**config.mk**
```make
export PLATFORM = sky130hd
export DESIGN_NAME = spi_link_top
export DESIGN_NICKNAME = d
export VERILOG_FILES = /design/src/verilog/axil_pkg.sv /design/src/verilog/spi_pkg.sv /design/src/verilog/spi_ctrl_regs.sv /design/src/verilog/spi_link_top.sv /design/src/verilog/spi_master.sv /design/src/verilog/spi_slave.sv
export VERILOG_INCLUDE_DIRS = /design/src /design/src/verilog
export SDC_FILE = /design/constraint.sdc
export NUM_CORES = 1
export LEC_CHECK = 0
export ABC_AREA = 1
export CORE_ASPECT_RATIO = 0.6
export CORE_MARGIN = 5
export CORE_UTILIZATION = 65
export DETAILED_ROUTE_END_ITERATION = 6
export DONT_BUFFER_PORTS = 1
export PLACE_DENSITY = 0.81
export SLEW_MARGIN = 40
export SYNTH_ARGS = -nofsm -noshare
export SYNTH_HDL_FRONTEND = slang
export SYNTH_SLANG_ARGS = --single-unit
```
**constraint.sdc**
```tcl
create_clock -name sys_clk -period 6.33 [get_ports sys_clk]
set_input_delay 0.3165 -clock sys_clk [delete_from_list [all_inputs] [get_ports sys_clk]]
set_output_delay 0.3165 -clock sys_clk [all_outputs]
set_load 0.1 [all_outputs]
```
**src/verilog/spi_params.svh**
```systemverilog
//************************************************
// spi link parameters
// widths, default SPI mode and register offsets
//************************************************
`ifndef SPI_PARAMS_SVH
`define SPI_PARAMS_SVH

// spi side
`define SPI_DATA_W      8           // bits per frame
`define SPI_DIV_W       16          // half period counter width
`define SPI_MIN_DIV     3           // keeps sclk levels visible through the slave sync
`define SPI_CPOL        1'b1        // idle clock level
`define SPI_CPHA        1'b1        // sample on trailing edge

// host bus
`define AXIL_ADDR_W     8
`define AXIL_DATA_W     32

// register map
`define REG_CTRL        8'h00       // bit0 start
`define REG_MTX         8'h04       // master tx byte
`define REG_STX         8'h08       // slave tx byte
`define REG_DIV         8'h0C       // half period divider
`define REG_STATUS      8'h10       // bit0 busy, bit1 done
`define REG_RESULT      8'h14       // [7:0] master rx, [15:8] slave rx

`endif

```
**src/verilog/axil_pkg.sv**
```systemverilog
//************************************************
// axil_pkg
// host bus types for the AXI4-Lite register port
//************************************************
`include "spi_params.svh"

package axil_pkg;

	// byte address on the register port
	typedef logic [`AXIL_ADDR_W-1:0] axil_addr_t;

	// one full register word
	typedef logic [`AXIL_DATA_W-1:0] axil_data_t;

	// write and read response codes
	typedef enum logic [1:0] {
		RESP_OKAY   = 2'b00,        // access done
		RESP_SLVERR = 2'b10         // unmapped address
	} axil_resp_t;

endpackage

```
**src/verilog/spi_pkg.sv**
```systemverilog
//************************************************
// spi_pkg
// byte and divider types, master and slave states
//************************************************
`include "spi_params.svh"

package spi_pkg;

	typedef logic [`SPI_DATA_W-1:0] spi_byte_t;     // shifted byte
	typedef logic [`SPI_DIV_W-1:0]  spi_div_t;      // half period count

	// master sequencing
	typedef enum logic [2:0] {
		M_IDLE,                     // cs high, waiting for start
		M_HALF,                     // counting out a half period
		M_EDGE,                     // one cycle where sclk toggles
		M_LAST,                     // final half period after edge 16
		M_DONE                      // release cs
	} master_state_t;

	// slave sequencing
	typedef enum logic [1:0] {
		S_IDLE,                     // waiting for cs to fall
		S_SHIFT,                    // frame in progress
		S_REPORT                    // hand the byte over
	} slave_state_t;

endpackage

```
**src/verilog/spi_ctrl_regs.sv**
```systemverilog
//************************************************
// spi_ctrl_regs
// AXI4-Lite register file, starts a transfer and
// joins the master and slave results
//************************************************
`timescale 1ns/1ps
`include "spi_params.svh"

module spi_ctrl_regs
	import axil_pkg::*;
	import spi_pkg::*;
(
	input  logic       sys_clk,
	input  logic       sys_rst_n,
	input  axil_addr_t awaddr,
	input  logic       awvalid,
	output logic       awready,
	input  axil_data_t wdata,
	input  logic       wvalid,
	output logic       wready,
	output axil_resp_t bresp,
	output logic       bvalid,
	input  logic       bready,
	input  axil_addr_t araddr,
	input  logic       arvalid,
	output logic       arready,
	output axil_data_t rdata,
	output axil_resp_t rresp,
	output logic       rvalid,
	input  logic       rready,
	output logic       start,
	output spi_byte_t  m_tx,
	output spi_div_t   div,
	input  logic       m_busy,
	input  logic       m_done,
	input  spi_byte_t  m_rx,
	output spi_byte_t  s_tx,
	input  spi_byte_t  s_rx,
	input  logic       s_rx_valid
);

	logic       wr_fire, rd_fire;
	logic       wr_ok, rd_ok;
	axil_data_t rd_data;
	logic       busy, done;
	logic       m_seen, s_seen;         // each half of the result has arrived
	spi_byte_t  m_rx_q, s_rx_q;
	spi_div_t   wr_div;
	logic       start_req;

	assign wr_fire = awvalid && wvalid && !bvalid;
	assign awready = wr_fire;
	assign wready  = wr_fire;
	assign arready = !rvalid;
	assign rd_fire = arvalid && arready;

	assign wr_div    = spi_div_t'(wdata);
	assign start_req = wr_fire && awaddr == `REG_CTRL && wdata[0] && !busy && !m_busy;

	always_comb begin
		case (awaddr)
			`REG_CTRL, `REG_MTX, `REG_STX, `REG_DIV, `REG_STATUS, `REG_RESULT: wr_ok = 1'b1;
			default: wr_ok = 1'b0;
		endcase
	end

	always_comb begin
		rd_data = '0;
		rd_ok   = 1'b1;
		case (araddr)
			`REG_CTRL:   rd_data = '0;                      // start is self clearing
			`REG_MTX:    rd_data = axil_data_t'(m_tx);
			`REG_STX:    rd_data = axil_data_t'(s_tx);
			`REG_DIV:    rd_data = axil_data_t'(div);
			`REG_STATUS: rd_data = axil_data_t'({done, busy});
			`REG_RESULT: rd_data = axil_data_t'({s_rx_q, m_rx_q});
			default:     rd_ok   = 1'b0;
		endcase
	end

	// bus response channels
	always_ff @(posedge sys_clk) begin
		if (!sys_rst_n) begin
			bvalid <= 1'b0;
			bresp  <= RESP_OKAY;
			rvalid <= 1'b0;
			rresp  <= RESP_OKAY;
			rdata  <= '0;
		end else begin
			if (wr_fire) begin
				bvalid <= 1'b1;
				bresp  <= wr_ok ? RESP_OKAY : RESP_SLVERR;
			end else if (bready) begin
				bvalid <= 1'b0;
			end
			if (rd_fire) begin
				rvalid <= 1'b1;
				rresp  <= rd_ok ? RESP_OKAY : RESP_SLVERR;
				rdata  <= rd_data;
			end else if (rready) begin
				rvalid <= 1'b0;
			end
		end
	end

	// config registers and transfer tracking
	always_ff @(posedge sys_clk) begin
		if (!sys_rst_n) begin
			m_tx   <= '0;
			s_tx   <= '0;
			div    <= spi_div_t'(`SPI_MIN_DIV);
			start  <= 1'b0;
			busy   <= 1'b0;
			done   <= 1'b0;
			m_seen <= 1'b0;
			s_seen <= 1'b0;
			m_rx_q <= '0;
			s_rx_q <= '0;
		end else begin
			start <= start_req;
			if (wr_fire) begin
				case (awaddr)
					`REG_MTX: m_tx <= spi_byte_t'(wdata);
					`REG_STX: s_tx <= spi_byte_t'(wdata);
					`REG_DIV: div  <= (wr_div < `SPI_MIN_DIV) ? spi_div_t'(`SPI_MIN_DIV) : wr_div;
					default: ;
				endcase
			end
			if (m_done) begin
				m_rx_q <= m_rx;
				m_seen <= 1'b1;
			end
			if (s_rx_valid) begin
				s_rx_q <= s_rx;
				s_seen <= 1'b1;
			end
			if (start_req) begin
				busy   <= 1'b1;
				done   <= 1'b0;
				m_seen <= 1'b0;
				s_seen <= 1'b0;
			end else if (busy && m_seen && s_seen) begin
				busy   <= 1'b0;            // both bytes in
				done   <= 1'b1;
				m_seen <= 1'b0;
				s_seen <= 1'b0;
			end
		end
	end

	assert property (@(posedge sys_clk) disable iff (!sys_rst_n)
		bvalid && !bready |=> bvalid);

endmodule

```
**src/verilog/spi_link_top.sv**
```systemverilog
//************************************************
// spi_link_top
// register block with master and slave in loopback
//************************************************
`timescale 1ns/1ps
`include "spi_params.svh"

module spi_link_top
	import axil_pkg::*;
	import spi_pkg::*;
#(
	parameter bit CPOL = `SPI_CPOL,
	parameter bit CPHA = `SPI_CPHA
) (
	input  logic       sys_clk,
	input  logic       sys_rst_n,
	input  axil_addr_t awaddr,
	input  logic       awvalid,
	output logic       awready,
	input  axil_data_t wdata,
	input  logic       wvalid,
	output logic       wready,
	output axil_resp_t bresp,
	output logic       bvalid,
	input  logic       bready,
	input  axil_addr_t araddr,
	input  logic       arvalid,
	output logic       arready,
	output axil_data_t rdata,
	output axil_resp_t rresp,
	output logic       rvalid,
	input  logic       rready
);

	logic      start, m_busy, m_done, s_rx_valid;
	spi_byte_t m_tx, m_rx, s_tx, s_rx;
	spi_div_t  div;
	logic      cs, sclk, mosi, miso;     // internal spi wires

	spi_ctrl_regs spi_ctrl_regs_inst (
		.sys_clk    (sys_clk),
		.sys_rst_n  (sys_rst_n),
		.awaddr     (awaddr),
		.awvalid    (awvalid),
		.awready    (awready),
		.wdata      (wdata),
		.wvalid     (wvalid),
		.wready     (wready),
		.bresp      (bresp),
		.bvalid     (bvalid),
		.bready     (bready),
		.araddr     (araddr),
		.arvalid    (arvalid),
		.arready    (arready),
		.rdata      (rdata),
		.rresp      (rresp),
		.rvalid     (rvalid),
		.rready     (rready),
		.start      (start),
		.m_tx       (m_tx),
		.div        (div),
		.m_busy     (m_busy),
		.m_done     (m_done),
		.m_rx       (m_rx),
		.s_tx       (s_tx),
		.s_rx       (s_rx),
		.s_rx_valid (s_rx_valid)
	);

	spi_master #(.CPOL(CPOL), .CPHA(CPHA)) spi_master_inst (
		.sys_clk   (sys_clk),
		.sys_rst_n (sys_rst_n),
		.start     (start),
		.tx_byte   (m_tx),
		.div       (div),
		.busy      (m_busy),
		.done      (m_done),
		.rx_byte   (m_rx),
		.cs        (cs),
		.sclk      (sclk),
		.mosi      (mosi),
		.miso      (miso)
	);

	spi_slave #(.CPOL(CPOL), .CPHA(CPHA)) spi_slave_inst (
		.sys_clk   (sys_clk),
		.sys_rst_n (sys_rst_n),
		.cs        (cs),
		.sclk      (sclk),
		.mosi      (mosi),
		.miso      (miso),
		.tx_byte   (s_tx),
		.rx_byte   (s_rx),
		.rx_valid  (s_rx_valid)
	);

endmodule

```
**src/verilog/spi_master.sv**
```systemverilog
//************************************************
// spi_master
// drives cs and sclk, swaps one byte with the slave
// half period of div+1 sys_clk cycles
//************************************************
`timescale 1ns/1ps
`include "spi_params.svh"

module spi_master
	import spi_pkg::*;
#(
	parameter bit CPOL = `SPI_CPOL,     // idle sclk level
	parameter bit CPHA = `SPI_CPHA      // sample on trailing edge when set
) (
	input  logic      sys_clk,
	input  logic      sys_rst_n,
	input  logic      start,            // one cycle request
	input  spi_byte_t tx_byte,
	input  spi_div_t  div,
	output logic      busy,
	output logic      done,             // one cycle, with cs rising
	output spi_byte_t rx_byte,
	output logic      cs,               // active low
	output logic      sclk,
	output logic      mosi,
	input  logic      miso
);

	master_state_t state;
	spi_div_t      cnt_clk;             // cycles within a half period
	logic [4:0]    edge_cnt;            // sclk edges issued so far
	spi_byte_t     tx_shift;
	spi_byte_t     rx_shift;
	logic          half_end;
	logic          shift_edge;
	logic          sample_edge;

	assign half_end = (cnt_clk + 1'b1 >= div);
	assign mosi     = tx_shift[`SPI_DATA_W-1];   // msb first
	assign rx_byte  = rx_shift;

	// even edges lead, odd edges trail
	// with CPHA=1 the first leading edge only presents the msb already on mosi
	assign shift_edge  = CPHA ? (!edge_cnt[0] && edge_cnt != 5'd0) : edge_cnt[0];
	assign sample_edge = CPHA ? edge_cnt[0] : !edge_cnt[0];

	always_ff @(posedge sys_clk) begin
		if (!sys_rst_n) begin
			state    <= M_IDLE;
			cnt_clk  <= '0;
			edge_cnt <= '0;
			busy     <= 1'b0;
			done     <= 1'b0;
			cs       <= 1'b1;
			sclk     <= CPOL;
		end else begin
			done <= 1'b0;
			case (state)
				M_IDLE: begin
					if (start) begin
						state    <= M_HALF;
						busy     <= 1'b1;
						cs       <= 1'b0;     // cs low the cycle after start
						cnt_clk  <= '0;
						edge_cnt <= '0;
					end
				end
				M_HALF: begin
					if (half_end) begin
						state   <= M_EDGE;
						cnt_clk <= '0;
					end else begin
						cnt_clk <= cnt_clk + 1'b1;
					end
				end
				M_EDGE: begin
					sclk     <= ~sclk;
					edge_cnt <= edge_cnt + 5'd1;
					state    <= (edge_cnt == 5'd15) ? M_LAST : M_HALF;
				end
				M_LAST: begin
					if (half_end) begin
						state   <= M_DONE;
						cnt_clk <= '0;
					end else begin
						cnt_clk <= cnt_clk + 1'b1;
					end
				end
				M_DONE: begin
					state <= M_IDLE;
					busy  <= 1'b0;
					done  <= 1'b1;
					cs    <= 1'b1;
				end
				default: state <= M_IDLE;
			endcase
		end
	end

	// shift registers, loaded at start
	always_ff @(posedge sys_clk) begin
		if (state == M_IDLE && start)
			tx_shift <= tx_byte;
		else if (state == M_EDGE && shift_edge)
			tx_shift <= {tx_shift[`SPI_DATA_W-2:0], 1'b0};
		if (state == M_EDGE && sample_edge)
			rx_shift <= {rx_shift[`SPI_DATA_W-2:0], miso};
	end

	// busy and state must agree across a whole frame
	assert property (@(posedge sys_clk) disable iff (!sys_rst_n)
		state == M_IDLE |-> !busy);

endmodule

```
**src/verilog/spi_slave.sv**
```systemverilog
//************************************************
// spi_slave
// syncs cs and sclk into sys_clk, swaps one byte
//************************************************
`timescale 1ns/1ps
`include "spi_params.svh"

module spi_slave
	import spi_pkg::*;
#(
	parameter bit CPOL = `SPI_CPOL,
	parameter bit CPHA = `SPI_CPHA
) (
	input  logic      sys_clk,
	input  logic      sys_rst_n,
	input  logic      cs,
	input  logic      sclk,
	input  logic      mosi,
	output logic      miso,
	input  spi_byte_t tx_byte,
	output spi_byte_t rx_byte,
	output logic      rx_valid
);

	slave_state_t state;
	logic         cs_meta, cs_sync, cs_prev;
	logic         sclk_meta, sclk_sync, sclk_prev;
	logic         cs_fall, cs_rise;
	logic         lead_edge, trail_edge;
	logic         do_shift, do_sample;
	logic [3:0]   bit_cnt;              // bits sampled this frame
	spi_byte_t    tx_shift;
	spi_byte_t    rx_shift;

	// two flop sync plus one stage for edge detect
	always_ff @(posedge sys_clk) begin
		if (!sys_rst_n) begin
			cs_meta   <= 1'b1;
			cs_sync   <= 1'b1;
			cs_prev   <= 1'b1;
			sclk_meta <= CPOL;
			sclk_sync <= CPOL;
			sclk_prev <= CPOL;
		end else begin
			cs_meta   <= cs;
			cs_sync   <= cs_meta;
			cs_prev   <= cs_sync;
			sclk_meta <= sclk;
			sclk_sync <= sclk_meta;
			sclk_prev <= sclk_sync;
		end
	end

	assign cs_fall    = cs_prev & ~cs_sync;
	assign cs_rise    = ~cs_prev & cs_sync;
	assign lead_edge  = (sclk_prev == CPOL) && (sclk_sync != CPOL);   // away from idle
	assign trail_edge = (sclk_prev != CPOL) && (sclk_sync == CPOL);   // back to idle

	// CPHA=1 skips the first leading edge, msb is already out
	assign do_shift  = CPHA ? (lead_edge && bit_cnt != 4'd0) : trail_edge;
	assign do_sample = CPHA ? trail_edge : lead_edge;

	assign miso     = tx_shift[`SPI_DATA_W-1];
	assign rx_byte  = rx_shift;
	assign rx_valid = (state == S_REPORT);

	always_ff @(posedge sys_clk) begin
		if (!sys_rst_n) begin
			state   <= S_IDLE;
			bit_cnt <= '0;
		end else begin
			case (state)
				S_IDLE: begin
					if (cs_fall) begin
						state   <= S_SHIFT;
						bit_cnt <= '0;
					end
				end
				S_SHIFT: begin
					if (cs_rise)
						state <= S_REPORT;
					else if (do_sample)
						bit_cnt <= bit_cnt + 4'd1;
				end
				S_REPORT: state <= S_IDLE;   // rx_valid for this cycle only
				default:  state <= S_IDLE;
			endcase
		end
	end

	always_ff @(posedge sys_clk) begin
		if (state == S_IDLE && cs_fall)
			tx_shift <= tx_byte;
		else if (state == S_SHIFT && do_shift)
			tx_shift <= {tx_shift[`SPI_DATA_W-2:0], 1'b0};
		if (state == S_SHIFT && do_sample)
			rx_shift <= {rx_shift[`SPI_DATA_W-2:0], mosi};
	end

	assert property (@(posedge sys_clk) disable iff (!sys_rst_n)
		rx_valid |=> !rx_valid);

endmodule
```
# --- Yosys cells after proc, flatten, opt, wreduce, memory -nomap -nowiden ---
# Index checks and enable logic that the tools add are counted.
# W data, S select, Z words.
totals:
  n_memories: 0
  inputBits: 55
  latchBits: 0
  out_inout_bits: 41
  mem_bits_ro: 0
  mem_bits_rw: 0
  wordCells: 162
  register_bits: 163
classes:
  div_mod_pow: 0
  n_reduce_logical: 53
  eq_ne: 24
  n_mul: 0
  bitwise: 8
  order_cmp: 2
  n_mux: 38
  shift: 0
  add_sub_neg: 3
op_table:
  columns: ["op", "count"]
  rows:
  - ["$pmux W16 S5", 1]
  - ["$mux W16", 3]
  - ["$eq A8 B4 Y1 const B", 4]
  - ["$eq A8 B5 Y1 const B", 4]
  - ["$mux W8", 4]
  - ["$pmux W16 S2", 1]
  - ["$logic_and A1 B1 Y1", 19]
  - ["$reduce_bool A2 Y1", 9]
  - ["$add A16 B1 Y16 const B", 1]
  - ["$eq A8 B3 Y1 const B", 2]
  - ["$ge A16 B16 Y1", 1]
  - ["$logic_not A8 Y1", 2]
  - ["$lt A16 B2 Y1 const B", 1]
  - ["$reduce_and A2 Y1", 7]
  - ["$mux W4", 3]
  - ["$pmux W3 S4", 1]
  - ["$reduce_or A6 Y1", 2]
  - ["$mux W1", 11]
  - ["$mux W2", 5]
  - ["$ne A2 B1 Y1 const B", 5]
  - ["$pmux W5 S2", 1]
  - ["$mux W3", 3]
  - ["$pmux W4 S2", 1]
  - ["$eq A3 B2 Y1 const B", 2]
  - ["22 further kinds", 35]

# --- Longest topological paths before layout ---
depth:
  word_depth: 7
  mapped_depth: 16
  depth_no_buf: 16

# --- Modules after synthesis ---
# Synthesis repeated with hierarchy kept, for this count alone.
hier_totals:
  hier_cells: 935
  hier_area_um2: 7219.4
by_module_without_submodules:
  columns: ["mod", "cells_per_inst", "area_each_um2", "instances", "seq_area_each_um2"]
  rows:
  - ["spi_ctrl_regs", 481, 3453.3, 1, 1461.4]
  - ["spi_master", 340, 2626.3, 1, 1041.0]
  - ["spi_slave", 114, 1139.8, 1, 720.7]

# --- Least setup slack after synthesis ---
# OpenSTA, ideal clock, no wires.
synth_path:
  path_kind: "flip-flop to flip-flop"
  from: "register spi_ctrl_regs_inst.rvalid"
  to: "register spi_ctrl_regs_inst.rdata[15]"
  t_arrival_ps: 2465
  path_stages_with_launch: 6
  n_path_buf: 1
  path_slack_ps: 3794
  setup_ps: 70
  period_less_slack_ps: 2536
  cell_sequence: "dfxtp_1 inv_1 nand2_1 clkbuf_1 nand2_1 a21oi_1"
synth_via:
  elab_chain_len: 2
synth_lines:
  columns: ["element", "line", "text"]
  rows:
  - ["start: declaration", "spi_ctrl_regs.sv:29", "output logic rvalid,"]
  - ["start signal: assignment", "spi_ctrl_regs.sv:86", "rvalid <= 1'b0;"]
  - ["start signal: assignment", "spi_ctrl_regs.sv:97", "rvalid <= 1'b1;"]
  - ["start signal: assignment", "spi_ctrl_regs.sv:101", "rvalid <= 1'b0;"]
  - ["$logic_not A1 Y1", "spi_ctrl_regs.sv:54", "assign arready = !rvalid;"]
  - ["via arready", "spi_link_top.sv:28", "output logic arready,"]
  - ["$logic_and A1 B1 Y1", "spi_ctrl_regs.sv:55", "assign rd_fire = arvalid && arready;"]
  - ["end signal: assignment", "spi_ctrl_regs.sv:99", "rdata <= rd_data;"]
  - ["end: declaration", "spi_ctrl_regs.sv:27", "output axil_data_t rdata,"]
# The timed path passes the listed nets, and every way through them passes these cells.
# A chain may end at the register's enable or synchronous reset.

# --- Worst setup path after layout ---
layout_path:
  from: "register spi_master_inst.cnt_clk[0]"
  to: "register spi_master_inst.state[1]"
layout_via:
  elab_chain_len: 4
layout_lines:
  columns: ["element", "line", "text"]
  rows:
  - ["start: declaration", "spi_master.sv:30", "spi_div_t cnt_clk;"]
  - ["start signal: assignment", "spi_master.sv:73", "cnt_clk <= cnt_clk + 1'b1;"]
  - ["start signal: assignment", "spi_master.sv:86", "cnt_clk <= cnt_clk + 1'b1;"]
  - ["$add A16 B1 Y16 *", "spi_master.sv:38", "assign half_end = (cnt_clk + 1'b1 >= div);"]
  - ["$ge A16 B16 Y1 *", "spi_master.sv:38", null]
  - ["$ne A2 B1 Y1 (no source line)", null, null]
  - ["$reduce_and A3 Y1 (no source line) *", null, null]
  - ["end signal: assignment", "spi_master.sv:79", "state <= (edge_cnt == 5'd15) ? M_LAST : M_HALF;"]
  - ["end: declaration", "spi_master.sv:29", "master_state_t state;"]
# Mark *: on every way between the ends. The rest lies on a longest branch, timed or not.

==> metrics.md <==
| Metric | Value |
|---|---|
| Number of global-route vias before repair | `5289` |
| Vias per cell | `5.799` |
| Top FF cell, synth | `dfxtp_1` |
| Latest clock arrival within the worst-skew pair | `420 ps` |
| Clock buffer depth | `2` |
| Max-slew headroom | `0.4161` |
| Leakage | `2.794 nW` |
| Post-route ant nets | `0` |
| Critical Path Fanout Max | `17` |
| Achievable Freq | `337.8 MHz` |
| Routed WL | `16.49 mm` |
| Yosys Warn Count | `0` |
| Max rail drop VDD | `216.9 uV` |
| Worst Hold Class | `primary input to flip-flop` |
| CP endpoint | `spi_master_inst.state[1]` |
| Combinational power share | `0.047` |
| Setup violations, final | `0` |
| RSZ-0062 raised after global routing | `no` |
| Area Growth Syn to Fin | `8.371%` |
| Detail Placement HPWL | `11.87 mm` |
| Clock skew | `8.642 ps` |
| Share of layout cells above drive strength 1 | `0.09016` |
| First-pass GRT wire length | `26.41 mm` |
| Netlist Area Pre-Place | `6726 um2` |
| Worst reg2reg path depth | `14` |
| Critical Path Slowest Stage Cell | `dfxtp_1` |
| CP max stage delay | `450 ps` |
| Clock-pin slew on the worst setup and hold paths | `60 ps` |
| CP endpoint kind | `flip-flop` |
| Ys async rst share | `0` |
| Worst r2r src | `spi_master_inst.cnt_clk[0]` |
| ANT cells | `0` |
| Worst path required time | `6680 ps` |
| TNS Setup | `0 ps` |
| Worst setup SP type | `flip-flop` |
| Initial Utilization | `0.6737` |
| Gr ovfl total | `0` |
| Slew @ Worst Pin | `874.9 ps` |
| Tmin final | `2961 ps` |
| Synthesized instance count | `847` |
| GP Congestion | `0.9396` |
| Reg2Reg Setup Slack | `3370 ps` |
| Die height | `88.80 um` |
| Hold Violations, Final | `0` |
| Max-slew violation count | `0` |
| Psw | `0.0005282 W` |
| Max H-tree Level | `4` |
| Max-cap violation count | `0` |
| Setup WS pre-CTS | `3410 ps` |
| Nets@finish | `918` |
| Io pins | `96` |
| Post-synthesis sequential area ratio | `0.4792` |
| Post-synth EDFFs | `32` |
| CTS Buf Count | `17` |
| Initial antenna violation count | `0` |
| Final worst slack | `3369 ps` |
| Sequential cell fraction of total power | `0.484` |
| Root buf cell | `clkbuf_16` |
| Period utilization | `0.4677` |
| CTS tree | `yes` |
| First DRT Iteration DRCs | `514` |
| Die width | `141.3 um` |
| Area used by multi-input combinational logic | `2919 um2` |
| Clock Power Share | `0.469` |
| Clk sinks | `145` |
| Worst path arrival time | `3310 ps` |
| Power Density | `273.4 nW/um2` |
| Hold_ws | `32.53 ps` |
| DR vias | `5735` |
| Post-synth cell types | `41` |
| Cell chain of the critical path | `inv_1, nor2_2, nand2_1, nor2_1, xor2_1, ha_1, nand2_1, nor2_1, o21ai_0, nand2_1, clkinv_1, nand2_1, nand3_1, a21oi_1` |
| Residual DRC | `0` |
| Gr usage total | `0.2728` |
| Row cnt | `28` |
| Die area | `12550 um2` |
| Reg2Reg Capture Point | `spi_master_inst.state[1]` |
| Cell with the most instances on the worst path | `nand2_1` |
| Port bufs | `0` |
| Post-CTS sizing | `0` |
| 1st-pass router iterations | `5` |
| Kind of critical path | `flip-flop to flip-flop` |
| Status | `complete, no violations` |
| Sw Ratio | `0.2650` |
| CORE AREA | `9985 um2` |
| Drt wl/cell | `16.67 um` |
| Setup bufs post-CTS | `0` |
| #FFs+latches synth | `145` |
| Int Pwr | `0.001465 W` |
| Fillers | `748` |
| Largest net degree at the start of global routing | `62` |
| Syn_area_per_cell | `7.942 um2` |
| Register area | `3248 um2` |
| Worst setup startpoint | `spi_master_inst.cnt_clk[0]` |
worst max-delay path, delay by kind of cell (launching register included):
kind / cells / cell delay [ps]
simple gates: 8 / 1160
buf+inv: 2 / 520
compound gates: 2 / 240
fa+ha+maj: 1 / 200
xor+xnor: 1 / 330
flops: 1 / 450
cells in the mapped netlist, types with 2 or more instances:
| cell type | count | area (um2) |
|---|---|---|
| inv_1 | 95 | 356.6 |
| buf_6 | 3 | 33.78 |
| clkinv_1 | 3 | 11.26 |
| o21ai_1 | 3 | 15.01 |
| edfxtp_1 | 32 | 960.9 |
| o211ai_1 | 2 | 15.01 |
| nor3_1 | 13 | 65.06 |
| a211oi_1 | 3 | 22.52 |
| o21ai_0 | 62 | 310.3 |
| nor4_1 | 3 | 18.77 |
| inv_2 | 2 | 7.510 |
| a21oi_1 | 84 | 420.4 |
| dfxtp_1 | 113 | 2262 |
| nand4_1 | 8 | 50.05 |
| xor2_1 | 11 | 96.34 |
| nand3b_1 | 2 | 15.01 |
| buf_4 | 21 | 157.7 |
| nand3_1 | 52 | 260.3 |
| or2_2 | 4 | 25.02 |
| o22ai_1 | 12 | 75.07 |
| nor2_2 | 3 | 18.77 |
| buf_2 | 4 | 20.02 |
| ha_1 | 22 | 275.3 |
| nand2_2 | 3 | 18.77 |
| nor3_4 | 5 | 81.33 |
| xnor2_1 | 3 | 26.28 |
| nand2_1 | 176 | 660.6 |
| nor2_1 | 75 | 281.5 |
| clkbuf_1 | 16 | 60.06 |
flip-flops by register name (all words and copies together) (netlist names), 2 cells and up:
register / flops
spi_slave_inst.rx_byte: 8
spi_master_inst.rx_byte: 8
spi_ctrl_regs_inst.s_rx_q: 8
spi_master_inst.edge_cnt: 5
spi_master_inst.state: 3
spi_ctrl_regs_inst.div: 16
spi_ctrl_regs_inst.m_tx: 8
spi_slave_inst.state: 2
spi_master_inst.cnt_clk: 16
spi_ctrl_regs_inst.rdata: 16
spi_master_inst.tx_shift: 8
spi_ctrl_regs_inst.s_tx: 8
spi_slave_inst.bit_cnt: 4
spi_ctrl_regs_inst.m_rx_q: 8
spi_slave_inst.tx_shift: 8
metrics by stage:
stage / power [W] / cells / area (um2) / util
2_1_floorplan: 0.001082 / 864 / 6790 / -
3_3_place_gp: 0.001074 / 956 / 6699 / 0.6709
3_5_place_dp: 0.001077 / 956 / 6726 / 0.6737
4_1_cts: 0.002000 / 989 / 7287 / 0.7298
5_1_grt: 0.002049 / 989 / 7289 / 0.7301
6_report: 0.001993 / 989 / 7289 / 0.7301
power groups by stage:
stage,logic [W],registers (W),clock network [W]
global placement,0.0000887,0.000985,0
CTS,0.0000926,0.000965,0.000942
detailed placement,0.0000908,0.000986,0
finish,0.0000931,0.000965,0.000935
floorplan,0.0000974,0.000984,0
global route,0.0000980,0.000965,0.000986
routing by layer:
metal / track usage / wire, um / up-vias
li1: - / - / 2742
met1: 0.3836 / 7290 / 2653
met2: 0.4082 / 6977 / 309
met3: 0.06803 / 1878 / 31
met4: 0.1082 / 340 / 0
met5: 0 / 0 / -
worst min-delay path by stage:
| stage | from | endpoint | depth (start not counted) |
|---|---|---|---|
| after floorplan | spi_master_inst.cs | spi_slave_inst.cs_meta | 2 |
| after global placement | sys_rst_n | spi_slave_inst.cs_prev | 1 |
| after detailed placement | sys_rst_n | spi_slave_inst.cs_prev | 1 |
| after CTS | sys_rst_n | spi_ctrl_regs_inst.done | 2 |
| after global routing | sys_rst_n | spi_ctrl_regs_inst.rvalid | 1 |
| final | wdata[1] | spi_ctrl_regs_inst.div[1] | 2 |
final cells by class:
| cell class | count | share of cell area |
|---|---|---|
| Sequential cell | 145 | 0.4456 |
| Clock inverter | 15 | 0.01716 |
| Multi-Input combinational cell | 574 | 0.4004 |
| Tap cell | 135 | 0.02317 |
| Clock buffer | 17 | 0.05836 |
| Timing Repair Buffer | 3 | 0.003433 |
| Inverter | 100 | 0.05184 |
cells by family after synthesis:
group | count (synthesis) | synth area share
simple gates | 349 | 0.2308
compound gates | 171 | 0.1336
buf+inv | 145 | 0.09673
flops | 145 | 0.4792
fa+ha+maj | 22 | 0.04092
xor+xnor | 14 | 0.01823
other cells | 1 | 0.0005575
timing repair:
item                                    in CTS  in global routing
endpoints found under the hold margin        7                  0
endpoints found under the setup margin       0                  0
hold buffers                                 1                  0
cell usage in the layout (no fill, tap or decap), types with 2 or more instances in the layout:
cell type     n
nor3_4        5
ha_1         22
inv_2         2
o22ai_1      12
clkinvlp_4    2
dfxtp_2      20
o21ai_0      60
edfxtp_1     32
inv_6         3
nand2_2       3
nand3_1      52
dfxtp_1      93
xnor2_1       3
inv_1        94
inv_8         2
nand2_1     176
clkinv_1      3
nor2_1       74
o21ai_1       5
nand4_1       8
conb_1       18
clkbuf_16    17
nand3b_1      2
a21oi_1      84
nor3_1       13
a211oi_1      3
xor2_1       11
buf_4         2
or2_2         4
o211ai_1      2
nor4_1        3
clkinv_4      5
inv_4         3
nor2_2        4
Note: power is estimated with default switching activity, not from simulation.
